**src/common/rab_cfg_macros.svh**
```systemverilog
// Widths, depths and register address layout of the RAB config block for RTL and testbench
`ifndef RAB_CFG_MACROS_SVH
`define RAB_CFG_MACROS_SVH

// Bus and register file
`define RAB_DATA_WIDTH 64
`define RAB_ADDR_WIDTH 32
`define RAB_N_REGS     16   // Four slices of four registers
`define RAB_ADDR_LSB   3    // Byte offset within a 64-bit word

// Slice register roles
`define RAB_VIRT_WIDTH 32
`define RAB_PHYS_WIDTH 40
`define RAB_N_FLAGS    4

// Miss handling
`define RAB_META_WIDTH 10
`define RAB_MH_DEPTH   4

`endif
```
**src/common/rab_cfg_pkg.sv**
```systemverilog
// Shared data, address and register-role types that the RTL of the RAB config block imports
`include "rab_cfg_macros.svh"

package rab_cfg_pkg;

  typedef logic [`RAB_DATA_WIDTH-1:0] data_t;
  typedef logic [`RAB_DATA_WIDTH/8-1:0] strb_t;
  typedef logic [`RAB_ADDR_WIDTH-1:0] addr_t;

  // Word index into the L1 register file
  typedef logic [$clog2(`RAB_N_REGS)-1:0] reg_idx_t;

  typedef logic [`RAB_VIRT_WIDTH-1:0] virt_addr_t;
  typedef logic [`RAB_META_WIDTH-1:0] miss_meta_t;

  // Role of a slice register sets its width
  typedef enum logic [1:0]
  {
    ROLE_VIRT  = 2'd0,
    ROLE_PHYS  = 2'd1,
    ROLE_FLAGS = 2'd2
  } reg_role_e;

endpackage

```
**src/rtl/axi_lite_slave.sv**
```systemverilog
// AXI4-Lite slave channel logic that turns bus transfers into register write and read strobes
`include "rab_cfg_macros.svh"

module axi_lite_slave
  import rab_cfg_pkg::*;
(
  input  logic       Clk_CI,
  input  logic       Rst_RBI,

  input  addr_t      s_axi_awaddr_i,
  input  logic       s_axi_awvalid_i,
  output logic       s_axi_awready_o,
  input  data_t      s_axi_wdata_i,
  input  strb_t      s_axi_wstrb_i,
  input  logic       s_axi_wvalid_i,
  output logic       s_axi_wready_o,
  output logic [1:0] s_axi_bresp_o,
  output logic       s_axi_bvalid_o,
  input  logic       s_axi_bready_i,
  input  addr_t      s_axi_araddr_i,
  input  logic       s_axi_arvalid_i,
  output logic       s_axi_arready_o,
  output data_t      s_axi_rdata_o,
  output logic [1:0] s_axi_rresp_o,
  output logic       s_axi_rvalid_o,
  input  logic       s_axi_rready_i,

  input  data_t      rd_data_cfg_i,
  input  data_t      rd_data_mh_i,
  input  logic       rd_sel_mh_i,

  output logic       wr_en_o,
  output reg_idx_t   wr_idx_o,
  output data_t      wr_data_o,
  output strb_t      wr_strb_o,
  output reg_idx_t   rd_idx_o,
  output logic       rd_done_o
);

  logic     aw_done_q;
  logic     w_done_q;
  logic     wr_seen_q;   // wr_en already issued for the current write
  logic     ar_done_q;
  logic     aw_hs;
  logic     w_hs;
  logic     b_hs;
  logic     ar_hs;
  reg_idx_t aw_idx_q;
  reg_idx_t ar_idx_q;
  reg_idx_t ar_idx_in;
  data_t    wdata_q;
  strb_t    wstrb_q;
  data_t    rdata_q;

  assign s_axi_awready_o = ~aw_done_q;
  assign s_axi_wready_o  = ~w_done_q;
  assign s_axi_arready_o = ~ar_done_q;

  assign aw_hs = s_axi_awvalid_i & s_axi_awready_o;
  assign w_hs  = s_axi_wvalid_i & s_axi_wready_o;
  assign ar_hs = s_axi_arvalid_i & s_axi_arready_o;

  // Response is pending as soon as both write halves are in
  assign s_axi_bvalid_o = aw_done_q & w_done_q;
  assign s_axi_bresp_o  = 2'b00;
  assign b_hs           = s_axi_bvalid_o & s_axi_bready_i;

  assign wr_en_o   = s_axi_bvalid_o & ~wr_seen_q;
  assign wr_idx_o  = aw_idx_q;
  assign wr_data_o = wdata_q;
  assign wr_strb_o = wstrb_q;

  assign s_axi_rvalid_o = ar_done_q;
  assign s_axi_rresp_o  = 2'b00;
  assign s_axi_rdata_o  = rdata_q;
  assign rd_done_o      = ar_done_q & s_axi_rready_i;

  assign ar_idx_in = reg_idx_t'(s_axi_araddr_i[`RAB_ADDR_LSB +: $bits(reg_idx_t)]);

  // Held index drives the pop and incoming index drives the data capture
  assign rd_idx_o = ar_done_q ? ar_idx_q : ar_idx_in;

  always_ff @(posedge Clk_CI or negedge Rst_RBI)
  begin
    if (!Rst_RBI)
    begin
      aw_done_q <= 1'b0;
      w_done_q  <= 1'b0;
      wr_seen_q <= 1'b0;
    end
    else if (b_hs)
    begin
      aw_done_q <= 1'b0;   // Ready returns in the next cycle
      w_done_q  <= 1'b0;
      wr_seen_q <= 1'b0;
    end
    else
    begin
      if (aw_hs)
        aw_done_q <= 1'b1;
      if (w_hs)
        w_done_q <= 1'b1;
      if (wr_en_o)
        wr_seen_q <= 1'b1;
    end
  end

  always_ff @(posedge Clk_CI or negedge Rst_RBI)
  begin
    if (!Rst_RBI)
      ar_done_q <= 1'b0;
    else if (rd_done_o)
      ar_done_q <= 1'b0;
    else if (ar_hs)
      ar_done_q <= 1'b1;
  end

  always_ff @(posedge Clk_CI)
  begin
    if (aw_hs)
      aw_idx_q <= reg_idx_t'(s_axi_awaddr_i[`RAB_ADDR_LSB +: $bits(reg_idx_t)]);
    if (w_hs)
    begin
      wdata_q <= s_axi_wdata_i;
      wstrb_q <= s_axi_wstrb_i;
    end
    if (ar_hs)
    begin
      ar_idx_q <= ar_idx_in;
      rdata_q  <= rd_sel_mh_i ? rd_data_mh_i : rd_data_cfg_i;  // Frozen for the whole R phase
    end
  end

  assert property (@(posedge Clk_CI) disable iff (!Rst_RBI) wr_en_o |=> !wr_en_o)
    else $error("wr_en high for more than one cycle");

  // A stalled read keeps both valid and data
  assert property (@(posedge Clk_CI) disable iff (!Rst_RBI)
    s_axi_rvalid_o && !s_axi_rready_i |=> s_axi_rvalid_o && $stable(s_axi_rdata_o))
    else $error("rvalid or rdata changed before rready");

endmodule

```
**config.mk**
```make
export PLATFORM = sky130hd
export DESIGN_NAME = axi_lite_slave
export DESIGN_NICKNAME = d
export VERILOG_FILES = /design/src/common/rab_cfg_pkg.sv /design/src/rtl/axi_lite_slave.sv
export VERILOG_INCLUDE_DIRS = /design/src /design/src/common
export SDC_FILE = /design/constraint.sdc
export NUM_CORES = 1
export LEC_CHECK = 0
export BUFFER_PORTS_ARGS = -buffer_cell sky130_fd_sc_hd__buf_4
export CORE_ASPECT_RATIO = 0.6
export CORE_MARGIN = 2
export CORE_UTILIZATION = 25
export CTS_BUF_LIST = sky130_fd_sc_hd__clkbuf_8
export CTS_CLUSTER_DIAMETER = 30
export DETAILED_ROUTE_END_ITERATION = 8
export SETUP_SLACK_MARGIN = 0.15
export SYNTH_ARGS = -nofsm -noshare
export SYNTH_HDL_FRONTEND = slang
export SYNTH_SLANG_ARGS = --single-unit
```
**constraint.sdc**
```tcl
create_clock -name Clk_CI -period 3.93 [get_ports Clk_CI]
set_input_delay 0.9825 -clock Clk_CI [delete_from_list [all_inputs] [get_ports Clk_CI]]
set_output_delay 0.9825 -clock Clk_CI [all_outputs]
set_load 0.01 [all_outputs]
```
# After elaboration in Yosys (flattened, before gate mapping)
# Index checks and enable logic that the tools add are counted.
[word_totals]
inputBits = 272
reg_bits = 148
out_inout_bits = 155
[op_classes]
muxes = 10
n_bitwise = 11
n_reduce_logical = 4
[ops]
columns = ["cell", "n"]
rows = [
  ["$mux W64", 1],
  ["$mux W1", 8],
  ["$reduce_bool A2 Y1", 4],
  ["$and A1 B1 Y1", 7],
  ["$mux W4", 1],
  ["$not A1 Y1", 4],
]

# Depth between registers and ports, before layout
# Gate-level depths: netlist of run 1.
[logic_depth]
ltp_word = 4
ltp_mapped = 3

# Least setup slack after synthesis of run 1
# OpenSTA, ideal clock, no wires.
[synth_path]
kind = "input port to flip-flop"
start = "input port s_axi_wvalid_i"
end = "register wdata_q[0] (netlist: wr_data_o[0]) (enable)"
path_buffers = 0
t_arrival_ns = 4.139
setup_ns = 0.511
setup_slack_ns = -0.720
cell_stages = 1
cell_sequence = "nor2b_1"
[synth_via]
elab_chain_len = 1
[synth_lines]
columns = ["item", "line", "rtl"]
rows = [
  ["start: declaration", "axi_lite_slave.sv:15", "input logic s_axi_wvalid_i,"],
  ["$and A1 B1 Y1", "axi_lite_slave.sv:60", "assign w_hs = s_axi_wvalid_i & s_axi_wready_o;"],
  ["end signal: assignment", "axi_lite_slave.sv:124", "wdata_q <= s_axi_wdata_i;"],
  ["end: declaration", "axi_lite_slave.sv:51", "data_t wdata_q;"],
]
# No other way between the ends.
# A chain may end at the register's enable or synchronous reset.

# Worst setup path in the final report of run 1
[layout_path]
start = "register ar_done_q (netlist: s_axi_rvalid_o)"
end = "output port rd_idx_o[0]"
[layout_via]
elab_chain_len = 1
[layout_lines]
columns = ["item", "line", "rtl"]
rows = [
  ["start: declaration", "axi_lite_slave.sv:43", "logic ar_done_q;"],
  ["start signal: assignment", "axi_lite_slave.sv:111", "ar_done_q <= 1'b0;"],
  ["start signal: assignment", "axi_lite_slave.sv:113", "ar_done_q <= 1'b0;"],
  ["start signal: assignment", "axi_lite_slave.sv:115", "ar_done_q <= 1'b1;"],
  ["$mux W4", "axi_lite_slave.sv:81", "assign rd_idx_o = ar_done_q ? ar_idx_q : ar_idx_in;"],
  ["end: declaration", "axi_lite_slave.sv:36", "output reg_idx_t rd_idx_o,"],
]
# No other way between the ends.

==> qor.csv, run 1 <==
stage;metric;value;unit
status;outcome;finished clean;
placement;gp_congestion;0.740;
clock_network;ctsHoldBuffers;0;
synthesis;synth_cell_types;16;
clock_network;cts_setup_buffers;0;
floorplan;die_area;23900;um2
grt;busiest_layer;met2;
floorplan;pin_count;427;
grt;grtUsageTotal;0.125;
critical_path;cp.required;2.95;ns
power_and_ir_drop;p_per_area;435;nW/um2
placement;portBuffers;366;
critical_path;cp.arrival;1.52;ns
clock_network;cts_max_level;4;
routing;first_pass_iters;4;
critical_path;worstPathCellList;mux2_2 -> buf_4;
synthesis;ys_ff_latch;148;
grt;grt_pass1_wl;21800;um
timing;skew;0.00945;ns
critical_path;critPathLaunch;s_axi_rvalid_o;
grt;met2_usage;0.211;
critical_path;path_max_fanout;9;
critical_path;cp-start-kind;register;
synthesis;async_flop_share;0.0270;
floorplan;fp.dieW;198;um
synthesis;ys_top_cells_by_area;edfxtp_1, mux2_4, buf_12, dfrtp_1, mux2_2;
final_layout;nNetsFinal;895;
grt;use_met1;0.146;
grt;antenna_found_initial;0;
final_layout;fillers;2038;
critical_path;crit_path_end_kind;output pin;
power_and_ir_drop;irDropWorstVdd;0.000239;V
critical_path;crit_type;register to output pin;
grt;grt_pass1_vias;3920;
timing;drv_slew;0;
timing;fmax;400;MHz
synthesis;synth_ff_type;edfxtp_1;
final_layout;drive_above_1_share;0.736;
routing;first_iter_violations;132;
power_and_ir_drop;p_clk_frac;0.294;
synthesis;netlist_area;5670;um2
routing;antenna_left;0;
critical_path;rr_worst_depth;2;
power_and_ir_drop;pwr-share-comb;0.197;
power_and_ir_drop;p_seq_frac;0.509;
clock_network;clkSinkCount;148;
critical_path;crit_slowest_cell;dfrtp_1;
clock_network;cts_buffer_depth;2;
routing;drc;0;
clock_network;numCtsBuffers;17;
synthesis;synth_edf_count;144;
power_and_ir_drop;sw_frac_of_total;0.252;
floorplan;die_y;121;um
clock_network;cts_resized;0;
routing;vias;3676;
power_and_ir_drop;p_leak;3.95;nW
synthesis;yosys.area.top_type_share;0.763;
timing;tightest_slew;0.873;ns
final_layout;syn_to_final_growth;60.7;%
critical_path;cp_num_cells;2;
routing;viasPerCell;3.89;
synthesis;synth.avg_cell_area;23.2;um2
floorplan;start_util;0.256;
grt;grt.overflow.total;0;
placement;dp_slack;1.41;ns
synthesis;synth_seq_area_share;0.781;
routing;finalWirelength;15600;um
synthesis;synth_commonest_cells;edfxtp_1, mux2_4, mux2_2;
final_layout;antenna_cells;0;
timing;post-route-period-util;0.637;
clock_network;insertion_delay;0.44;ns
timing;report.final.setup_viol;0;
routing;wl_per_cell;16.5;um
clock_network;cts_tree;done;
synthesis;yosys_warnings;0;
synthesis;synthMostInstantiatedCell;edfxtp_1;
timing;max_slew_margin;0.417;
power_and_ir_drop;p_sw;0.999;mW
grt;grt_max_degree;73;
grt;grt.met3_usage;0.0471;
floorplan;core;22100;um2
min_path;hold_class;primary input to asynchronous set/reset pin;
run;maxCapViolations;0;
timing;period_minus_slack;2.50;ns
critical_path;worstReg2RegStart;s_axi_rvalid_o;
critical_path;critPathMaxStageDelay;0.55;ns
critical_path;cp.buffers_inverters;1;
clock_network;cts.reportedPaths.clkPinSlew;0.08;ns
synthesis;synth_top_area_cell;edfxtp_1;
placement;dp_hpwl;12100;um
synthesis;synthCells;244;
critical_path;cp_top_family;flip-flops;
timing;rsz0062_at_grt;no;
timing;final-hold-violation-count;0;
power_and_ir_drop;internal_power;2.96;mW
floorplan;num_rows;42;
timing;setup_slack;1.43;ns
clock_network;cts_root_buf;clkbuf_8;
timing;setup_tns;0;ns
-- layer usage --
layer / up-vias / share of wire
li1: 1703 / -
met4: 0 / 0.0096
met5: - / 0
met3: 10 / 0.081
met1: 1802 / 0.41
met2: 161 / 0.50
-- power by group through the flow --
stage	combinational [mW]	sequential (mW)	clock, mW
after CTS	0.795	2.02	1.22
after global placement	0.781	2.05	0
final	0.782	2.02	1.16
after detailed placement	0.794	2.05	0
after floorplan	0.236	2.13	0
after global routing	0.835	2.04	1.28
-- cells by family (layout without fill, tap and decap cells) --
group,Yosys count,after routing,share of synthesized area
buffers and inverters,15,404,0.0313
other,1,4,0.000662
muxes,68,68,0.175
and+or+nand+nor,9,9,0.00861
AOI/OAI and AO/OA,3,3,0.00397
DFF,148,148,0.781
-- worst paths after layout --
kind / end / slack [ns]
min reg2reg: wr_seen_q / 0.51
max: rd_idx_o[0] / 1.43
min in group Clk_CI: wr_seen_q / 0.51
max reg2reg: s_axi_rdata_o[33] / 2.02
max in group asynchronous: s_axi_rvalid_o / 3.50
min: wr_seen_q / 0.32
-- through the flow --
step / hold WS (ns) / std cells / utilization / area (um2) / power (mW)
after floorplan: 0.465 / 247 / - / 5680 / 2.36
after global placement: 0.489 / 912 / 0.394 / 8720 / 2.83
after detailed placement: 0.494 / 912 / 0.394 / 8720 / 2.85
after CTS: 0.267 / 944 / 0.412 / 9110 / 4.03
after global routing: 0.267 / 944 / 0.412 / 9110 / 4.15
final: 0.320 / 944 / 0.412 / 9110 / 3.96
-- flip-flops by register name (all words and copies together), names as in the netlist --
name	count
wr_idx_o	4
s_axi_rdata_o	64
ar_idx_q	4
s_axi_rvalid_o	1
wr_data_o	64
w_done_q	1
wr_strb_o	8
wr_seen_q	1
aw_done_q	1
-- area by class of cell --
cell class	count	area, um2	share of cell area
repair buffers	369	2810	0.308
inverters	3	11.3	0.00124
clock buffers	17	234	0.0257
multi-input cells	84	1090	0.120
well taps	308	385	0.0423
clock inverters	15	154	0.0169
flip-flops and latches	148	4420	0.486
-- cell usage in the layout (no fill, tap or decap), types with 3 or more instances in the layout --
master	Yosys	routed
inv_1	3	4
mux2_4	60	60
clkbuf_8	0	17
clkinvlp_4	0	3
o21a_1	3	3
buf_12	6	3
dfrtp_1	4	4
conb_1	1	4
inv_6	0	3
mux2_2	8	8
edfxtp_1	144	144
buf_4	4	366
No activity file was read; power rests on OpenSTA's default activity.
==> run 2, diff against run 1 <==
==> constraint.sdc (replaced) <==
create_clock -name Clk_CI -period 2.4 [get_ports Clk_CI]
set_input_delay 0.6 -clock Clk_CI [delete_from_list [all_inputs] [get_ports Clk_CI]]
set_output_delay 0.6 -clock Clk_CI [all_outputs]
set_load 0.01 [all_outputs]
==> qor.csv, run 2 (synthesis results as in run 1) <==
stage;metric;value;unit;change
floorplan;num_rows;42;;unchanged
floorplan;pin_count;427;;unchanged
critical_path;cp.arrival;1.53;ns;about the same
routing;vias;3762;;+2.3%
final_layout;layout_commonest_cell;buf_4;;
clock_network;cts_resized;0;;unchanged
routing;wl_per_cell;17.0;um;+3.0%
routing;finalWirelength;16200;um;+3.9%
timing;skew;0.0104;ns;+0.000901 ns
critical_path;crit_slowest_cell;dfrtp_1;;
grt;grt_pass1_vias;3966;;+1.2%
final_layout;fillers;2033;;-0.25%
critical_path;critPathMaxStageDelay;0.56;ns;about the same
final_layout;nNetsFinal;904;;+1.0%
final_layout;utilization;0.417;;+0.00520
final_layout;antenna_cells;0;;unchanged
critical_path;cp.buffers_inverters;1;;unchanged
routing;antenna_left;0;;unchanged
critical_path;path_max_fanout;9;;unchanged
timing;period_minus_slack;2.13;ns;
min_path;hold_class;primary input to register;;
critical_path;crit_type;register to output pin;;
power_and_ir_drop;irDropWorstVdd;0.000313;V;+31%
timing;drv_slew;0;;unchanged
clock_network;insertion_delay;0.45;ns;about the same
final_layout;drive_above_1_share;0.741;;+0.00483
routing;viasPerCell;3.95;;+1.5%
timing;fmax;470;MHz;
power_and_ir_drop;p_leak;4.01;nW;+1.6%
status;outcome;finished clean;;
final_layout;stdcell_count;952;;+0.85%
grt;grt_pass1_wl;22500;um;+3.2%
final_layout;final_cell_mix;buf_4, edfxtp_1, mux2_4;;
final_layout;syn_to_final_growth;62.7;%;
placement;dp_hpwl;12700;um;+5.1%
critical_path;crit_path_end_kind;output pin;;
clock_network;clkSinkCount;148;;unchanged
grt;grtUsageTotal;0.130;;+0.00505
routing;drc;0;;unchanged
floorplan;die_y;121;um;unchanged
timing;post-route-period-util;0.886;;
critical_path;cp.required;1.80;ns;-1.15 ns
grt;antenna_found_initial;0;;unchanged
routing;first_pass_iters;4;;unchanged
clock_network;cts_root_buf;clkbuf_8;;
clock_network;cts.reportedPaths.clkPinSlew;0.09;ns;about the same
floorplan;die_area;23900;um2;unchanged
grt;grt.overflow.total;0;;unchanged
clock_network;numCtsBuffers;17;;unchanged
timing;rsz0062_at_grt;no;;
floorplan;start_util;0.256;;unchanged
placement;gp_congestion;0.762;;+3.0%
timing;report.final.setup_viol;0;;unchanged
clock_network;cts_buffer_depth;2;;unchanged
floorplan;core;22100;um2;unchanged
critical_path;worstPathCellList;mux2_2 -> buf_4;;
routing;first_iter_violations;122;;-7.6%
placement;dp_slack;0.603;ns;-0.807 ns
critical_path;cp-start-kind;register;;
placement;portBuffers;366;;unchanged
timing;setup_tns;0;ns;unchanged
critical_path;cp_top_family;flip-flops;;
power_and_ir_drop;p_per_area;728;nW/um2;+67%
floorplan;fp.dieW;198;um;unchanged
timing;hold_ws;0.319;ns;-0.000792 ns
grt;grt_max_degree;39;;-47%
placement;place_inst;920;;+0.88%
timing;final-hold-violation-count;0;;unchanged
timing;setup_slack;0.274;ns;-1.15 ns
clock_network;cts_max_level;4;;unchanged
run;maxCapViolations;0;;unchanged
clock_network;cts_tree;done;;
[run 2: metal layers]
layer  global-route usage  vias to the layer above  share of wire
li1                     -                     1717              -
met1                0.159                     1869           0.41
met2                0.209                      156           0.49
met3               0.0399                       20          0.073
met4               0.0611                        0          0.024
met5                    0                        -              0
[run 2: through the flow]
step / cell area, um2 / power [mW]
3_3_place_gp: 8790 / 4.66
5_1_grt: 9220 / 7.00
4_1_cts: 9220 / 6.82
3_5_place_dp: 8790 / 4.70
6_report: 9220 / 6.72
2_1_floorplan: 5690 / 3.87
[run 2: worst paths after layout]
kind | start | end | slack (ns) | cells after the start
max | s_axi_rvalid_o | rd_idx_o[3] | 0.27 | 2
min | s_axi_wdata_i[37] | wr_data_o[37] | 0.32 | 1
max reg2reg | s_axi_rvalid_o | s_axi_rdata_o[27] | 0.86 | 2
min reg2reg | wr_seen_q | wr_seen_q | 0.53 | 1
max in group asynchronous | Rst_RBI | w_done_q | 1.81 | 2
min in group asynchronous | Rst_RBI | aw_done_q | 0.49 | 2
[run 2: final cells by class]
| cell class | count | area, um2 | area share |
|---|---|---|---|
| sequential | 148 | 4420 | 0.480 |
| timing repair buffer | 378 | 2890 | 0.313 |
| multi-input combinational | 84 | 1090 | 0.118 |
| tap | 308 | 385 | 0.0418 |
| clock buffer | 17 | 234 | 0.0254 |
| clock inverter | 14 | 186 | 0.0202 |
| inverter | 3 | 11.3 | 0.00122 |
[run 2: power breakdown]
| part | internal (mW) | leakage, nW | switching, mW |
|---|---|---|---|
| Clock | 1.12 | 0.205 | 0.974 |
| Sequential | 3.20 | 1.38 | 0.105 |
| Combinational | 0.747 | 2.43 | 0.572 |
[run 2: what timing repair did]
action / in CTS / in global routing
hold buffers: 1 / 0
setup buffers: 0 / 0
endpoints found under the hold margin: 4 / 0
==> run 3, diff against run 2 <==
--- a/config.mk
+++ b/config.mk
@@ -6,6 +6,7 @@
 export SDC_FILE = /design/constraint.sdc
 export NUM_CORES = 1
 export LEC_CHECK = 0
+export ABC_AREA = 1
 export BUFFER_PORTS_ARGS = -buffer_cell sky130_fd_sc_hd__buf_4
 export CORE_ASPECT_RATIO = 0.6
 export CORE_MARGIN = 2
==> constraint.sdc (replaced) <==
create_clock -name Clk_CI -period 2.4 [get_ports Clk_CI]
set_input_delay 0.6 -clock Clk_CI [delete_from_list [all_inputs] [get_ports Clk_CI]]
set_output_delay 0.6 -clock Clk_CI [all_outputs]
set_load 0.005 [all_outputs]
==> qor.csv, run 3 <==
stage;metric;value;unit;change
final_layout;fillers;2242;;+10%
synthesis;yosys_warnings;0;;unchanged
power_and_ir_drop;p_per_area;705;nW/um2;-3.2%
grt;grtUsageTotal;0.127;;-0.00224
clock_network;cts_root_buf;clkbuf_8;;
placement;dp_slack;0.606;ns;+0.00267 ns
routing;viasPerCell;3.84;;-2.7%
synthesis;synth.avg_cell_area;14.7;um2;-37%
timing;drv_slew;0;;unchanged
final_layout;syn_to_final_growth;59.3;%;
critical_path;crit_path_end_kind;output pin;;
timing;post-route-period-util;0.803;;-0.0831
timing;period_minus_slack;1.93;ns;-0.200 ns
routing;finalWirelength;16200;um;+0.45%
placement;place_area;8890;um2;+1.2%
power_and_ir_drop;irDropWorstVdd;0.000335;V;+7.1%
routing;drc;0;;unchanged
placement;gp_congestion;0.846;;+11%
synthesis;synth_cell_types;15;;-1
timing;report.final.setup_viol;0;;unchanged
critical_path;critPathMaxStageDelay;0.46;ns;-0.10 ns
timing;fmax;519;MHz;+10%
timing;final-hold-violation-count;0;;unchanged
clock_network;cts_max_level;4;;unchanged
synthesis;synth_edf_count;144;;unchanged
timing;setup_tns;0;ns;unchanged
final_layout;drive_above_1_share;0.600;;-0.140
min_path;hold_class;primary input to register;;
critical_path;cp.arrival;1.33;ns;-0.20 ns
synthesis;ys_ff_latch;148;;unchanged
routing;vias;4240;;+13%
floorplan;die_y;123;um;+1.6%
final_layout;layout_commonest_cell;buf_4;;
final_layout;utilization;0.405;;-0.0122
clock_network;cts.reportedPaths.clkPinSlew;0.09;ns;about the same
floorplan;core;23000;um2;+4.1%
critical_path;cp_top_family;flip-flops;;
routing;first_pass_iters;4;;unchanged
clock_network;cts_tree;done;;
floorplan;die_area;24700;um2;+3.2%
floorplan;start_util;0.254;;-0.00206
grt;antenna_found_initial;0;;unchanged
placement;dp_hpwl;12800;um;+0.73%
grt;grt_max_degree;63;;+62%
synthesis;synth_seq_area_share;0.756;;-0.0245
grt;grt_pass1_wl;23200;um;+3.3%
synthesis;yosys.area.top_type_share;0.739;;-0.0240
timing;skew;0.00855;ns;-0.00180 ns
run;maxCapViolations;0;;unchanged
routing;antenna_left;0;;unchanged
synthesis;synth_top_area_cell;edfxtp_1;;
final_layout;nNetsFinal;1047;;+16%
floorplan;pin_count;427;;unchanged
critical_path;cp.buffers_inverters;2;;+1
critical_path;cp-start-kind;register;;
clock_network;numCtsBuffers;17;;unchanged
clock_network;clkSinkCount;148;;unchanged
floorplan;num_rows;43;;+2.4%
final_layout;stdcell_count;1103;;+16%
critical_path;worstPathCellList;inv_1 -> nand2_1 -> nand2_1 -> buf_4;;
critical_path;crit_type;register to output pin;;
timing;setup_slack;0.473;ns;+0.200 ns
floorplan;fp.dieW;202;um;+1.6%
synthesis;synthMostInstantiatedCell;edfxtp_1;;
placement;portBuffers;366;;unchanged
clock_network;cts_buffer_depth;2;;unchanged
status;outcome;finished clean;;
final_layout;finalInstanceArea;9320;um2;+1.0%
clock_network;insertion_delay;0.45;ns;about the same
power_and_ir_drop;p_leak;4.23;nW;+5.2%
timing;rsz0062_at_grt;no;;
placement;place_inst;1070;;+16%
routing;first_iter_violations;205;;+68%
timing;hold_ws;0.316;ns;-0.00281 ns
synthesis;synth_ff_type;edfxtp_1;;
critical_path;critPathMostFrequentCell;nand2_1;;
synthesis;ys_top_cells_by_area;edfxtp_1, o21ai_2, nand2_1, inv_1, dfrtp_1;;
grt;grt.overflow.total;0;;unchanged
synthesis;async_flop_share;0.0270;;unchanged
power_and_ir_drop;p_total;6.57;mW;-2.2%
synthesis;synthCells;397;;+63%
critical_path;crit_slowest_cell;dfrtp_1;;
synthesis;synth_commonest_cells;edfxtp_1, nand2_1, inv_1;;
grt;grt_pass1_vias;4033;;+1.7%
final_layout;final_cell_mix;buf_4, edfxtp_1, nand2_1;;
final_layout;antenna_cells;0;;unchanged
routing;wl_per_cell;14.7;um;-13%
synthesis;netlist_area;5850;um2;+3.2%
critical_path;cp.required;1.80;ns;about the same
critical_path;path_max_fanout;7;;-2
[run 3: area by class of cell]
type | count | area [um2] | area share
clock inverter | 15 | 181 | 0.0195
sequential | 148 | 4420 | 0.475
timing repair buffer | 374 | 2860 | 0.307
multi-input combinational | 158 | 933 | 0.100
clock buffer | 17 | 234 | 0.0251
tap | 315 | 394 | 0.0423
inverter | 76 | 289 | 0.0310
[run 3: logic make-up after synthesis]
group | count (synthesis) | share of synthesized area
flip-flops | 148 | 0.756
other | 1 | 0.000641
AND/OR/NAND/NOR | 89 | 0.0590
buffers and inverters | 94 | 0.0877
AO/OA/AOI/OAI | 65 | 0.0966
[run 3: path summary, 6_finish.rpt]
check	startpoint	to	cells after the start	slack (ns)
hold reg to reg	wr_seen_q	wr_seen_q	4	0.56
min in group asynchronous	Rst_RBI	s_axi_rvalid_o	2	0.49
hold / removal	s_axi_wdata_i[1]	wr_data_o[1]	1	0.32
max in group asynchronous	Rst_RBI	aw_done_q	2	1.81
setup reg to reg	s_axi_rvalid_o	s_axi_rdata_o[24]	4	0.68
setup / recovery	s_axi_rvalid_o	rd_idx_o[1]	4	0.47
[run 3: power by group]
group | switching [mW] | leakage [nW] | internal (mW) | total, mW
clock network | 1.00 | 0.207 | 1.04 | 2.04
registers | 0.0997 | 1.40 | 3.21 | 3.31
logic | 0.555 | 2.62 | 0.668 | 1.22
[run 3: routing by layer]
layer / wire length [um] / global-route usage
met5: 0 / 0
met3: 924 / 0.0417
met2: 7700 / 0.196
met4: 195 / 0.0395
met1: 7420 / 0.171
[run 3: worst register-to-register path, cell delays in order (launching register included)]
cell and delay, ns:
dfrtp_1 0.46, inv_1 0.15, nand2_1 0.17, clkinvlp_4 0.32, buf_12 0.30
[run 3: timing repair]
action                    in CTS  in global routing
gates resized for setup        0                  0
hold buffers                   1                  0
hold endpoints to repair       4                  0
buffers inserted               0                  0
