`src/common/rab_cfg_macros.svh`:
```
// Widths, depths and register address layout of the RAB config block for RTL and testbench
`ifndef RAB_CFG_MACROS_SVH
`define RAB_CFG_MACROS_SVH

// Bus and register file
`define RAB_DATA_WIDTH 64
`define RAB_ADDR_WIDTH 32
`define RAB_N_REGS     16   // Four slices of four registers
`define RAB_ADDR_LSB   3    // Byte offset within a 64-bit word

// Slice register roles
`define RAB_VIRT_WIDTH 32
`define RAB_PHYS_WIDTH 40
`define RAB_N_FLAGS    4

// Miss handling
`define RAB_META_WIDTH 10
`define RAB_MH_DEPTH   4

`endif
```
`src/common/rab_cfg_pkg.sv`:
```
// Shared data, address and register-role types that the RTL of the RAB config block imports
`include "rab_cfg_macros.svh"

package rab_cfg_pkg;

  typedef logic [`RAB_DATA_WIDTH-1:0] data_t;
  typedef logic [`RAB_DATA_WIDTH/8-1:0] strb_t;
  typedef logic [`RAB_ADDR_WIDTH-1:0] addr_t;

  // Word index into the L1 register file
  typedef logic [$clog2(`RAB_N_REGS)-1:0] reg_idx_t;

  typedef logic [`RAB_VIRT_WIDTH-1:0] virt_addr_t;
  typedef logic [`RAB_META_WIDTH-1:0] miss_meta_t;

  // Role of a slice register sets its width
  typedef enum logic [1:0]
  {
    ROLE_VIRT  = 2'd0,
    ROLE_PHYS  = 2'd1,
    ROLE_FLAGS = 2'd2
  } reg_role_e;

endpackage

```
`src/miss_handler/miss_handler.sv`:
```
// Miss queue of address and metadata FIFOs that misses or bus writes fill and the bus pops
`include "rab_cfg_macros.svh"

module miss_handler
  import rab_cfg_pkg::*;
(
  input  logic       Clk_CI,
  input  logic       Rst_RBI,
  input  logic       Miss_i,
  input  virt_addr_t MissAddr_i,
  input  miss_meta_t MissMeta_i,
  input  logic       wr_en_i,
  input  reg_idx_t   wr_idx_i,
  input  data_t      wr_data_i,
  input  reg_idx_t   rd_idx_i,
  input  logic       rd_done_i,
  output data_t      rd_data_o,
  output logic       rd_sel_mh_o,
  output logic       mh_fifo_full_o
);

  localparam reg_idx_t MH_ADDR_IDX  = reg_idx_t'(0);
  localparam reg_idx_t MH_META_IDX  = reg_idx_t'(1);
  localparam int       META_EMPTY_B = 31;   // Empty flag position in the meta word

  logic       addr_push, addr_pop, addr_empty, addr_full;
  logic       meta_push, meta_pop, meta_empty, meta_full;
  virt_addr_t addr_din, addr_head;
  miss_meta_t meta_din, meta_head;

  // Miss input has priority and a colliding bus push is lost
  always_comb
  begin
    addr_push = Miss_i | (wr_en_i && wr_idx_i == MH_ADDR_IDX);
    meta_push = Miss_i | (wr_en_i && wr_idx_i == MH_META_IDX);
    addr_din  = Miss_i ? MissAddr_i : wr_data_i[`RAB_VIRT_WIDTH-1:0];
    meta_din  = Miss_i ? MissMeta_i : wr_data_i[`RAB_META_WIDTH-1:0];
  end

  assign mh_fifo_full_o = (addr_push & addr_full) | (meta_push & meta_full);

  assign rd_sel_mh_o = (rd_idx_i == MH_ADDR_IDX) || (rd_idx_i == MH_META_IDX);
  assign addr_pop    = rd_done_i && rd_idx_i == MH_ADDR_IDX;
  assign meta_pop    = rd_done_i && rd_idx_i == MH_META_IDX;

  always_comb
  begin
    rd_data_o = '0;
    if (rd_idx_i == MH_ADDR_IDX)
      rd_data_o[`RAB_VIRT_WIDTH-1:0] = addr_empty ? '0 : addr_head;
    else if (rd_idx_i == MH_META_IDX)
    begin
      rd_data_o[META_EMPTY_B]          = meta_empty;
      rd_data_o[`RAB_META_WIDTH-1:0]   = meta_empty ? '0 : meta_head;
    end
  end

  mh_fifo #(.payload_t(virt_addr_t), .DEPTH(`RAB_MH_DEPTH)) i_addr_fifo (
    .Clk_CI  (Clk_CI),
    .Rst_RBI (Rst_RBI),
    .push_i  (addr_push),
    .data_i  (addr_din),
    .pop_i   (addr_pop),
    .data_o  (addr_head),
    .empty_o (addr_empty),
    .full_o  (addr_full)
  );

  mh_fifo #(.payload_t(miss_meta_t), .DEPTH(`RAB_MH_DEPTH)) i_meta_fifo (
    .Clk_CI  (Clk_CI),
    .Rst_RBI (Rst_RBI),
    .push_i  (meta_push),
    .data_i  (meta_din),
    .pop_i   (meta_pop),
    .data_o  (meta_head),
    .empty_o (meta_empty),
    .full_o  (meta_full)
  );

endmodule

```
`src/miss_handler/mh_fifo.sv`:
```
// Small synchronous FIFO for miss entries whose payload type the miss handler sets per instance
module mh_fifo #(
  parameter type         payload_t = logic [7:0],
  parameter int unsigned DEPTH     = 4
) (
  input  logic     Clk_CI,
  input  logic     Rst_RBI,
  input  logic     push_i,
  input  payload_t data_i,
  input  logic     pop_i,
  output payload_t data_o,
  output logic     empty_o,
  output logic     full_o
);

  localparam int unsigned PTR_W = (DEPTH > 1) ? $clog2(DEPTH) : 1;

  payload_t                   mem_q [DEPTH];
  logic [PTR_W-1:0]           wr_ptr_q;
  logic [PTR_W-1:0]           rd_ptr_q;
  logic [$clog2(DEPTH+1)-1:0] count_q;
  logic                       do_push;
  logic                       do_pop;

  assign empty_o = (count_q == 0);
  assign full_o  = (count_q == DEPTH);
  assign do_push = push_i & ~full_o;    // Dropped when full
  assign do_pop  = pop_i & ~empty_o;
  assign data_o  = mem_q[rd_ptr_q];

  always_ff @(posedge Clk_CI or negedge Rst_RBI)
  begin
    if (!Rst_RBI)
    begin
      wr_ptr_q <= '0;
      rd_ptr_q <= '0;
      count_q  <= '0;
    end
    else
    begin
      if (do_push)
        wr_ptr_q <= (wr_ptr_q == PTR_W'(DEPTH - 1)) ? '0 : wr_ptr_q + 1'b1;
      if (do_pop)
        rd_ptr_q <= (rd_ptr_q == PTR_W'(DEPTH - 1)) ? '0 : rd_ptr_q + 1'b1;
      if (do_push && !do_pop)
        count_q <= count_q + 1'b1;
      else if (do_pop && !do_push)
        count_q <= count_q - 1'b1;
    end
  end

  always_ff @(posedge Clk_CI)
  begin
    if (do_push)
      mem_q[wr_ptr_q] <= data_i;
  end

  assert property (@(posedge Clk_CI) disable iff (!Rst_RBI) count_q <= DEPTH)
    else $error("FIFO count beyond depth");

  assert property (@(posedge Clk_CI) disable iff (!Rst_RBI) pop_i && empty_o |=> $stable(rd_ptr_q))
    else $error("Pop on empty FIFO moved the read pointer");

endmodule

```
`config.mk`:
```
export PLATFORM = sky130hd
export DESIGN_NAME = miss_handler
export DESIGN_NICKNAME = d
export VERILOG_FILES = /design/src/common/rab_cfg_pkg.sv /design/src/miss_handler/miss_handler.sv /design/src/miss_handler/mh_fifo.sv
export VERILOG_INCLUDE_DIRS = /design/src /design/src/common
export SDC_FILE = /design/constraint.sdc
export NUM_CORES = 1
export LEC_CHECK = 0
export ABC_AREA = 1
export BUFFER_PORTS_ARGS = -buffer_cell sky130_fd_sc_hd__clkbuf_2
export CAP_MARGIN = 20
export CORE_MARGIN = 1
export CORE_UTILIZATION = 45
export CTS_CLUSTER_SIZE = 14
export DETAILED_ROUTE_END_ITERATION = 8
export PLACE_DENSITY = 0.68
export RECOVER_POWER = 100
export SETUP_SLACK_MARGIN = 0.02
export SLEW_MARGIN = 40
export SYNTH_ARGS = -nofsm -noshare
export SYNTH_HDL_FRONTEND = slang
export SYNTH_SLANG_ARGS = --single-unit
```
`constraint.sdc`:
```
create_clock -name Clk_CI -period 2.4 [get_ports Clk_CI]
set_input_delay 0.12 -clock Clk_CI [delete_from_list [all_inputs] [get_ports Clk_CI]]
set_output_delay 0.12 -clock Clk_CI [all_outputs]
set_load 0.02 [all_outputs]
```
Word level (Yosys, flattened, before mapping)
Memories as Yosys holds them, arrays and structs flattened.
Index checks and enable logic that the tools add are counted.
- add/subtract/negate cells: 8
- equality and inequality tests: 8
- multiplexer cells: 21
- bitwise logic cells: 13
- reductions and logical operators: 19
- operator list (cell ; number):
    32-bit 2-to-1 mux ; 2
    10-bit 2-to-1 mux ; 4
    21-bit 2-to-1 mux ; 1
    3-bit 2-to-1 mux ; 4
    2-bit by 1-bit adder with 2-bit output (second input constant) ; 4
    2-bit == test (second input constant) ; 4
    4-bit by 1-bit == test with 1-bit output (second input constant) ; 2
    1-bit logical AND ; 8
    4-bit zero test ; 2
    2-bit 2-to-1 mux ; 4
    3-bit by 1-bit adder with 3-bit output (second input constant) ; 2
    1-bit AND ; 6
    3-bit == test (second input constant) ; 2
    3-bit zero test ; 2
    1-bit 2-to-1 mux ; 6
    3-bit by 1-bit subtractor with 3-bit output (second input constant) ; 2
    1-bit zero test ; 4
    1-bit inverter ; 4
    2-bit nonzero test ; 2
    1-bit OR ; 3
    1-bit logical OR ; 1
- register bits after elaboration: 14
- bits in writable memories: 168
- input bits: 119
- output and inout port bits: 66
- logic and storage cells: 77
- memories kept: 2
- memories (name ; depth ; width ; rd ports ; clocked after Yosys merged registers in ; wr ports ; RTL line ; source):
    i_addr_fifo.mem_q ; 4 ; 32 ; 1 ; 0 ; 1 ; mh_fifo.sv:18 ; payload_t mem_q [DEPTH];
    i_meta_fifo.mem_q ; 4 ; 10 ; 1 ; 0 ; 1 ; mh_fifo.sv:18 ;

Depth between registers and ports, before layout
Gate-level depths: netlist of run 1.
- depth in word-level cells: 8
- gate-level depth with buffers: 13
- gate-level depth less buffers: 13

Cells and area by module
A second synthesis of run 1 with hierarchy kept.
- cells, all modules: 871
- area, all modules: 8767.2 um^2
- modules (own cells, without submodules) (module ; times used ; cells an instance ; area each (um^2) ; seq. area each (um^2)):
    mh_fifo (i_addr_fifo) ; 1 ; 434 ; 5494.0 ; 4018.9
    mh_fifo (i_meta_fifo) ; 1 ; 177 ; 2085.8 ; 1376.3
    miss_handler ; 1 ; 260 ; 1187.4 ; 0.0

Worst setup path after synthesis of run 1
No wires, ideal clock.
- path kind: flip-flop to flip-flop
- from: reg i_addr_fifo.count_q[0]
- to: mem i_addr_fifo.mem_q[0][0] (netlist bit), enable pin
- setup time: 0.421 ns
- arrival time: 2.114 ns
- data required time: 1.979 ns
- slack: -0.135 ns
- cell stages (with the launch flop): 5
- path buffers: 0
- period minus slack after synthesis: 2.535 ns
- cell sequence: dfrtp_1 > inv_1 > nand3_1 > nand2_1 > nor2_1
- cells in the longest elaborated chain, start to end: 5
- ends and longest elaborated chain (element ; RTL line ; source):
    start, declared ; mh_fifo.sv:21 ; logic [$clog2(DEPTH+1)-1:0] count_q;
    start signal, assigned ; mh_fifo.sv:46 ; count_q <= count_q + 1'b1;
    start signal, assigned ; mh_fifo.sv:48 ; count_q <= count_q - 1'b1;
    3-bit == test ; mh_fifo.sv:26 ; assign full_o = (count_q == DEPTH);
    1-bit inverter ; mh_fifo.sv:27 ; assign do_push = push_i & ~full_o;
    1-bit AND ; mh_fifo.sv:27 ;
    1-bit 2-to-1 mux ; mh_fifo.sv:54 ; if (do_push)
    1-bit 2-to-1 mux (implied by the code) ; mh_fifo.sv:55 ; mem_q[wr_ptr_q] <= data_i;
    end, declared ; mh_fifo.sv:18 ;
No other way between the ends.

Worst setup path in the final report of run 1
- from: reg i_addr_fifo.rd_ptr_q[1]
- to: out rd_data_o[13]
- cells in the longest elaborated chain, start to end: 3
- ends and longest elaborated chain (element ; RTL line ; source):
    start, declared ; mh_fifo.sv:20 ; logic [PTR_W-1:0] rd_ptr_q;
    start signal, assigned ; mh_fifo.sv:44 ; rd_ptr_q <= (rd_ptr_q == PTR_W'(DEPTH - 1)) ? '0 : rd_ptr_q + 1'b1;
    memory 4 x 32 bit ; -- ;
    32-bit 2-to-1 mux ; miss_handler.sv:50 ; rd_data_o[`RAB_VIRT_WIDTH-1:0] = addr_empty ? '0 : addr_head;
    21-bit 2-to-1 mux ; miss_handler.sv:49 ; if (rd_idx_i == MH_ADDR_IDX)
    end, declared ; miss_handler.sv:17 ; output data_t rd_data_o,
No other way between the ends.

==> results of run 1 <==
==> sequential cells by signal, summed over array words and instances (netlist names) <==
register              count
i_meta_fifo.wr_ptr_q      2
i_addr_fifo.mem_q       128
i_meta_fifo.count_q       3
i_meta_fifo.rd_ptr_q      2
i_addr_fifo.wr_ptr_q      2
i_addr_fifo.rd_ptr_q      2
i_addr_fifo.count_q       3
i_meta_fifo.mem_q        40
==> metrics by stage <==
step | setup WS (ps) | util | std cells
after floorplan | -135 | - | 869
after global placement | 415 | 0.507 | 1171
after CTS | 28.7 | 0.541 | 1204
final | 147 | 0.539 | 1208
after global routing | 35.2 | 0.539 | 1208
after detailed placement | 369 | 0.507 | 1171
==> critical path, delay by kind of cell (launching register included) <==
family	cells	cell delay, ps
buf+inv	4	950
flops	1	340
simple gates	1	140
compound gates	2	280
==> logic make-up after synthesis <==
kind of cell	Yosys count	synth area share
and+or+nand+nor	404	0.186
xor gates and xnor gates	4	0.00419
DFF	182	0.645
adders and majority gates	14	0.0228
other	1	0.000449
buffers and inverters	123	0.0751
AOI/OAI and AO/OA	110	0.0662
==> power groups by stage <==
stage / clock, mW / sequential, mW / combinational (mW)
5_1_grt: 2.96 / 4.58 / 3.69
2_1_floorplan: 0 / 4.50 / 2.40
3_5_place_dp: 0 / 4.58 / 3.30
4_1_cts: 2.85 / 4.51 / 3.33
3_3_place_gp: 0 / 4.55 / 3.23
6_report: 2.82 / 4.51 / 3.22
==> cell usage after synthesis <==
| master | count |
|---|---|
| nand2_1 | 243 |
| clkbuf_1 | 17 |
| inv_1 | 49 |
| o211ai_1 | 1 |
| xor2_1 | 2 |
| buf_1 | 1 |
| conb_1 | 1 |
| buf_6 | 3 |
| buf_4 | 33 |
| o21ai_0 | 56 |
| nor2_2 | 1 |
| inv_2 | 2 |
| o21ai_1 | 32 |
| ha_1 | 12 |
| and2_1 | 1 |
| edfxtp_1 | 168 |
| a21oi_1 | 21 |
| fa_1 | 2 |
| or2_2 | 1 |
| nand4_1 | 2 |
| clkinv_1 | 2 |
| nor2_1 | 140 |
| nand3_2 | 1 |
| xnor2_1 | 2 |
| dfrtp_1 | 14 |
| nand3_1 | 15 |
| buf_2 | 15 |
| clkbuf_2 | 1 |
==> area by class of cell <==
| cell class | instances | area, um^2 |
|---|---|---|
| Antenna cell | 1 | 2.50 |
| Clock buffer | 19 | 433 |
| Clock inverter | 13 | 174 |
| Fill cell | 1575 | 8340 |
| Inverter | 53 | 203 |
| Multi-Input combinational cell | 564 | 2480 |
| Sequential cell | 182 | 5400 |
| Tap cell | 229 | 287 |
| Timing Repair Buffer | 146 | 763 |
| Timing Repair inverter | 1 | 7.51 |
==> metal layers <==
layer | up-vias | part of all wire
met3 | 24 | 0.034
met5 | - | 0
met2 | 156 | 0.51
li1 | 2945 | -
met4 | 0 | 0.023
met1 | 2713 | 0.43
==> layout by cell type (no fill, tap or decap), types with 17 or more instances in the layout <==
cell type	n
o21ai_0	57
inv_1	48
edfxtp_1	168
clkbuf_2	101
conb_1	32
clkbuf_16	17
a21oi_1	21
clkbuf_1	34
nor2_1	136
o21ai_1	31
nand2_1	243
==> worst max path at each step <==
| stage | cells past startpoint | end | from | slack, ps |
|---|---|---|---|---|
| finish | 7 | rd_data_o[13] | i_addr_fifo.rd_ptr_q[1] | 150 |
| global route | 7 | rd_data_o[15] | i_addr_fifo.rd_ptr_q[1] | 40 |
| CTS | 7 | rd_data_o[27] | i_addr_fifo.count_q[0] | 30 |
| detailed placement | 10 | i_meta_fifo.count_q[2] | i_meta_fifo.count_q[0] | 370 |
| global placement | 11 | i_meta_fifo.count_q[2] | Miss_i | 410 |
| floorplan | 4 | i_addr_fifo.mem_q[0][0] | i_addr_fifo.count_q[0] | -140 |
==> what timing repair did <==
item / 4_1_cts / 5_1_grt
resized for setup: 0 / 3
setup buffers: 0 / 2
endpoints found under the setup margin: 0 / 21
hold buffers: 1 / 0
endpoints found under the hold margin: 14 / 0
==> summary.md, run 1 <==
| Metric | Value |
|---|---|
| Num rows | `49` |
| Post-route design area | `0.00975 mm^2` |
| Fin crit share | `0.939` |
| CTS Buf Count | `17` |
| P per Cell Area | `1080 mW/mm^2` |
| Rel. slew slack | `0.322` |
| Min-delay src | `wr_data_i[20]` |
| Min Hold Slack | `30.8 ps` |
| Crit-path cells | `buf_4 -> inv_2 -> clkbuf_4 -> nor2_1 -> o21ai_0 -> a21oi_1 -> clkbuf_1` |
| Die Y-Extent | `138 um` |
| Area leader, netlist | `edfxtp_1` |
| Met3 Use GR | `0.0360` |
| Clock network power share | `0.267` |
| Clock transition at the registers of the reported paths | `70 ps` |
| Cells on Worst Hold Path | `3` |
| Largest net degree at the start of global routing | `69` |
| IO Count | `185` |
| Routed len/inst | `14.5 um` |
| GPL Wtd Cong | `0.759` |
| DR pass1 iterations | `7` |
| Switching Fraction | `0.344` |
| Seq/Total Area, Yosys | `0.645` |
| Peak supply drop | `0.744 mV` |
| Top Usage Layer GRT | `met2` |
| Switching pwr | `3.63 mW` |
| Root Driver | `clkbuf_16` |
| R2R setup slack | `270 ps` |
| Worst EP arrival | `2130 ps` |
| Number of synthesis warnings | `0` |
| Fin. Hold Viols | `0` |
| Clock Tree Buf Depth | `2` |
| Status | `finished with violations` |
| GR Util met1 | `0.231` |
| Internal | `6.92 mW` |
| Overall power | `10.6 mW` |
| Global-route usage over all layers | `0.190` |
| Clock sink count | `182` |
| Worst Tran Pin Value | `1020 ps` |
| Initial Util | `0.462` |
| Setup TNS Final | `0 ps` |
| Drt drc | `24` |
| Dpl cell area | `0.00918 mm^2` |
| Reg-to-reg startpoint | `i_addr_fifo.count_q[0]` |
| Slowest CP cell | `dfrtp_1` |
| Maximum clock rate | `444 MHz` |
| Sequential Power Share | `0.428` |
| Worst r2r dst | `i_addr_fifo.mem_q[1][27]` |
| Total Wirelength | `17.5 mm` |
| 1st-iter DRT viols | `375` |
| Depth of the worst register-to-register path | `6` |
| Final layout net count | `1,098` |
| Remaining Overflow, GRT | `0` |
| Met2 usage | `0.334` |
| Max-cap viol count | `0` |
| Clock skew | `6.91 ps` |
| PortBufs | `120` |
| RSZ-0062 raised after global routing | `false` |
| Routed Antenna Nets | `0` |
| Syn-to-layout area delta | `16.6%` |
| Final setup viols | `0` |
| WP data required | `2280 ps` |
| Cell Area, Synth | `0.00836 mm^2` |
| Mapped Cells | `838` |
| CTS tree | `yes` |
| Core box area | `0.0181 mm^2` |
| Min Tclk post-route | `2250 ps` |
| Yosys cell types | `28` |
| Hold WC Path Type | `input port to flip-flop` |
| Hold path endpoint | `i_addr_fifo.mem_q[1][20]` |
| Clock insertion delay at the later pin of the skew report | `430 ps` |
| Syn_area_per_cell | `9.98 um^2` |
| Slew Viols, Final | `0` |
| Initial antenna violation count | `1` |
| Die W | `138 um` |
| Failing checks | `DRC` |
| Slowest stage delay, CP | `340 ps` |
| Leakage | `4.13 nW` |
| Crit. End Element | `output port` |
| Synth area leaders | `edfxtp_1 (60%), nand2_1 (11%), nor2_1 (6.3%)` |
| Kind of critical path | `flip-flop to output port` |
| DPL Wire Length | `11.3 mm` |
| Die ar. | `0.0191 mm^2` |
| CTS HTree Levels | `4` |
| Max Fanout on Critical Path | `20` |
| Yosys top cell area share | `0.604` |
| Fraction of layout instances using a drive strength above 1 | `0.158` |
| First-pass GRT wire length | `27.6 mm` |
| Number of global-route vias before repair | `5,539` |
| Synthesis-stage register bit count | `182` |
| Vias | `5,838` |
| Startpoint Class | `flip-flop` |
| Combinational power share | `0.305` |
| Drt via density | `4.83` |
Note: power is estimated with default switching activity, not from simulation.
==> inputs of run 2 (changes only) <==
--- a/config.mk
+++ b/config.mk
@@ -9,13 +9,16 @@
 export ABC_AREA = 1
 export BUFFER_PORTS_ARGS = -buffer_cell sky130_fd_sc_hd__clkbuf_2
 export CAP_MARGIN = 20
+export CELL_PAD_IN_SITES_DETAIL_PLACEMENT = 2
+export CELL_PAD_IN_SITES_GLOBAL_PLACEMENT = 2
 export CORE_MARGIN = 1
-export CORE_UTILIZATION = 45
+export CORE_UTILIZATION = 30
 export CTS_CLUSTER_SIZE = 14
 export DETAILED_ROUTE_END_ITERATION = 8
-export PLACE_DENSITY = 0.68
+export PLACE_DENSITY = 0.72
 export RECOVER_POWER = 100
 export SETUP_SLACK_MARGIN = 0.02
+export SKIP_LAST_GASP = 1
 export SLEW_MARGIN = 40
 export SYNTH_ARGS = -nofsm -noshare
 export SYNTH_HDL_FRONTEND = slang
==> run 2 against run 1 <==
The flow now finishes without violations. Global-route usage decreased by 1.9 points. Power increased by 1.6%. Count of clock-buffer cells in the layout decreased by 2. First-iteration DRC count decreased by 22%. Clock power decreased by 3%. Via count increased by 4.7%. Worst hold slack got worse by 11 ps. Register-to-register slack about the same. Utilization decreased by 18 points. Fmax increased by 0.78%. Worst setup slack improved by 17 ps. Sequential share of layout area decreased by 0.72 points.
==> summary.md, run 2 (synthesis results as in run 1) <==
| Metric | Value |
|---|---|
| Routed len/inst | `17.3 um (+20%)` |
| Syn-to-layout area delta | `18.2%` |
| IO Count | `185 (unchanged)` |
| WP data required | `2280 ps (about the same)` |
| Worst r2r dst | `i_addr_fifo.mem_q[2][28]` |
| Depth of the worst register-to-register path | `6 (unchanged)` |
| Hold WC Path Type | `input port to flip-flop` |
| Root Driver | `clkbuf_16` |
| P per Cell Area | `1080 mW/mm^2 (+0.19%)` |
| Largest regs | `i_addr_fifo.mem_q: 128 flops, i_meta_fifo.mem_q: 40 flops` |
| Clock sink count | `182 (unchanged)` |
| Peak supply drop | `0.578 mV (-22%)` |
| Switching Fraction | `0.379 (+0.0349)` |
| Clock skew | `9.64 ps (+2.73 ps)` |
| DPL Wire Length | `15.6 mm (+38%)` |
| Min-delay src | `wr_data_i[22]` |
| Routed Antenna Nets | `0 (unchanged)` |
| 1st-iter DRT viols | `291 (-22%)` |
| Finished Core Util | `0.364 (-0.175)` |
| Reg-to-reg startpoint | `i_addr_fifo.count_q[0]` |
| Status | `complete, no violations` |
| Largest register FFs | `128 (unchanged)` |
| CTS Buf Count | `17 (unchanged)` |
| Remaining Overflow, GRT | `0 (unchanged)` |
| Die ar. | `0.0285 mm^2 (+49%)` |
| Drt drc | `0 (-100%)` |
| Clock transition at the registers of the reported paths | `80 ps (about the same)` |
| Fraction of layout instances using a drive strength above 1 | `0.161 (+0.00254)` |
| RSZ-0062 raised after global routing | `false` |
| R2R setup slack | `260 ps (about the same)` |
| Antenna Diode Count | `0 (-1)` |
| Min Tclk post-route | `2240 ps (-17.3 ps)` |
| Largest net degree at the start of global routing | `69 (unchanged)` |
| Kind of critical path | `flip-flop to output port` |
| Leakage | `4.13 nW (-0.21%)` |
| Die W | `169 um (+22%)` |
| CP dominant cell by count | `nand2_1` |
| GPL Wtd Cong | `0.717 (-5.5%)` |
| Startpoint Class | `flip-flop` |
| Final layout net count | `1,095 (-0.27%)` |
| Global-route usage over all layers | `0.171 (-0.0190)` |
| PortBufs | `120 (unchanged)` |
| CTS HTree Levels | `4 (unchanged)` |
| Initial Util | `0.308 (-0.155)` |
| Fillcell total | `3,011 (+91%)` |
| Most frequent cells in the layout | `nand2_1 (243), edfxtp_1 (168), nor2_1 (136)` |
| Crit. End Element | `output port` |
| Setup crit start | `i_addr_fifo.rd_ptr_q[0]` |
| Num rows | `60 (+22%)` |
| Clock network power share | `0.256 (-0.011)` |
| Top Family by Delay on Critical Path | `buffers and inverters` |
| Overall power | `10.7 mW (+1.6%)` |
| Hold path endpoint | `i_addr_fifo.mem_q[0][22]` |
| Rel. slew slack | `0.333 (+0.0114)` |
| Cells on Worst Hold Path | `3 (unchanged)` |
| Drt via density | `4.54 (-6.1%)` |
| Sequential Power Share | `0.427 (about the same)` |
| Max-cap viol count | `0 (unchanged)` |
| Internal | `6.65 mW (-3.8%)` |
| Combinational power share | `0.317 (+0.012)` |
| Crit-path cells | `inv_2 -> clkbuf_4 -> nand2_1 -> nand2_1 -> nand2_1 -> o21ai_0 -> nand2_1 -> nand2_1 -> clkbuf_1` |
| Clock Tree Buf Depth | `2 (unchanged)` |
| Total Wirelength | `23.3 mm (+34%)` |
| Switching pwr | `4.06 mW (+12%)` |
| CP Buf/Inv Count | `3 (-1)` |
| Worst Tran Pin Value | `1000 ps (-17.1 ps)` |
| CTS tree | `yes` |
| Post-route design area | `0.00988 mm^2 (+1.4%)` |
| Final setup viols | `0 (unchanged)` |
| Core box area | `0.0272 mm^2 (+50%)` |
| Slowest stage delay, CP | `440 ps (+100 ps)` |
| Worst EP arrival | `2120 ps (about the same)` |
| Dpl cell area | `0.00938 mm^2 (+2.2%)` |
| Die Y-Extent | `169 um (+22%)` |
| Max Fanout on Critical Path | `31 (+55%)` |
| DR pass1 iterations | `4 (-3)` |
| Post-CTS setup buffer count | `0 (unchanged)` |
| Number of global-route vias before repair | `6,631 (+20%)` |
| Clock insertion delay at the later pin of the skew report | `430 ps (about the same)` |
| Vias | `6,112 (+4.7%)` |
| First-pass GRT wire length | `36.5 mm (+32%)` |
| Reg with most FFs | `i_addr_fifo.mem_q` |
| Commonest non-fill, non-tap cell in the layout | `nand2_1` |
| Fin crit share | `0.932 (-0.00722)` |
| Initial antenna violation count | `0 (-1)` |
| Slowest CP cell | `dfrtp_2` |
| Fin. Hold Viols | `0 (unchanged)` |
| Slew Viols, Final | `0 (unchanged)` |
| Maximum clock rate | `447 MHz (+0.78%)` |
run 2: cell count changes in the layout (fill, tap and decap cells not counted), sizes merged:
cell      previous run  this run
clkinvlp             5         1
clkinv               6         9
bufinv               3         0
inv                 53        58
diode                1         0
clkbuf             153       149
run 2: worst min-delay path: stages:
cell and delay (ps):
clkbuf_2 70, nand2_1 40, nand2_1 100
run 2: cell type report:
class | count | area [um^2] | share of cell area
flip-flops and latches | 182 | 5400 | 0.546
multi-input cells | 564 | 2480 | 0.251
repair buffers | 144 | 747 | 0.0756
well taps | 372 | 465 | 0.0471
clock buffers | 17 | 425 | 0.0430
inverters | 53 | 199 | 0.0201
clock inverters | 15 | 164 | 0.0166
run 2: metrics by stage:
step | instances | hold WS (ps) | setup TNS (ps) | setup slack [ps]
2_1_floorplan | 869 | -176 | -17290 | -135
3_3_place_gp | 1314 | 69.9 | 0 | 363
3_5_place_dp | 1314 | 75.0 | 0 | 327
4_1_cts | 1347 | 8.78 | 0 | 129
5_1_grt | 1347 | 17.9 | 0 | 51.0
6_report | 1347 | 19.9 | 0 | 164
run 2: repair_timing:
action | in CTS | in global routing
setup endpoints to repair | 5 | 1
hold buffers | 1 | 0
resized for setup | 1 | 1
pin swaps | 0 | 0
hold endpoints to repair | 14 | 0
run 2: power by group through the flow:
| stage | Combinational [mW] | Clock (mW) | Sequential, mW |
|---|---|---|---|
| 2_1_floorplan | 2.40 | 0 | 4.50 |
| 3_3_place_gp | 3.36 | 0 | 4.59 |
| 3_5_place_dp | 3.54 | 0 | 4.64 |
| 4_1_cts | 3.61 | 2.81 | 4.58 |
| 5_1_grt | 3.88 | 2.92 | 4.65 |
| 6_report | 3.40 | 2.74 | 4.58 |
run 2: worst max path at each step:
| stage | endpoint | depth (start not counted) |
|---|---|---|
| global route | rd_data_o[27] | 6 |
| finish | rd_data_o[9] | 9 |
| global placement | i_meta_fifo.count_q[2] | 10 |
| detailed placement | i_meta_fifo.count_q[2] | 10 |
| CTS | rd_data_o[19] | 6 |
| floorplan | i_addr_fifo.mem_q[0][0] | 4 |
run 2: metal layers:
layer	routed length [um]	up-vias	track usage
met3	574	20	0.0274
met2	12300	102	0.312
met4	371	0	0.0510
met5	0	-	0
met1	10100	3058	0.207
li1	-	2932	-
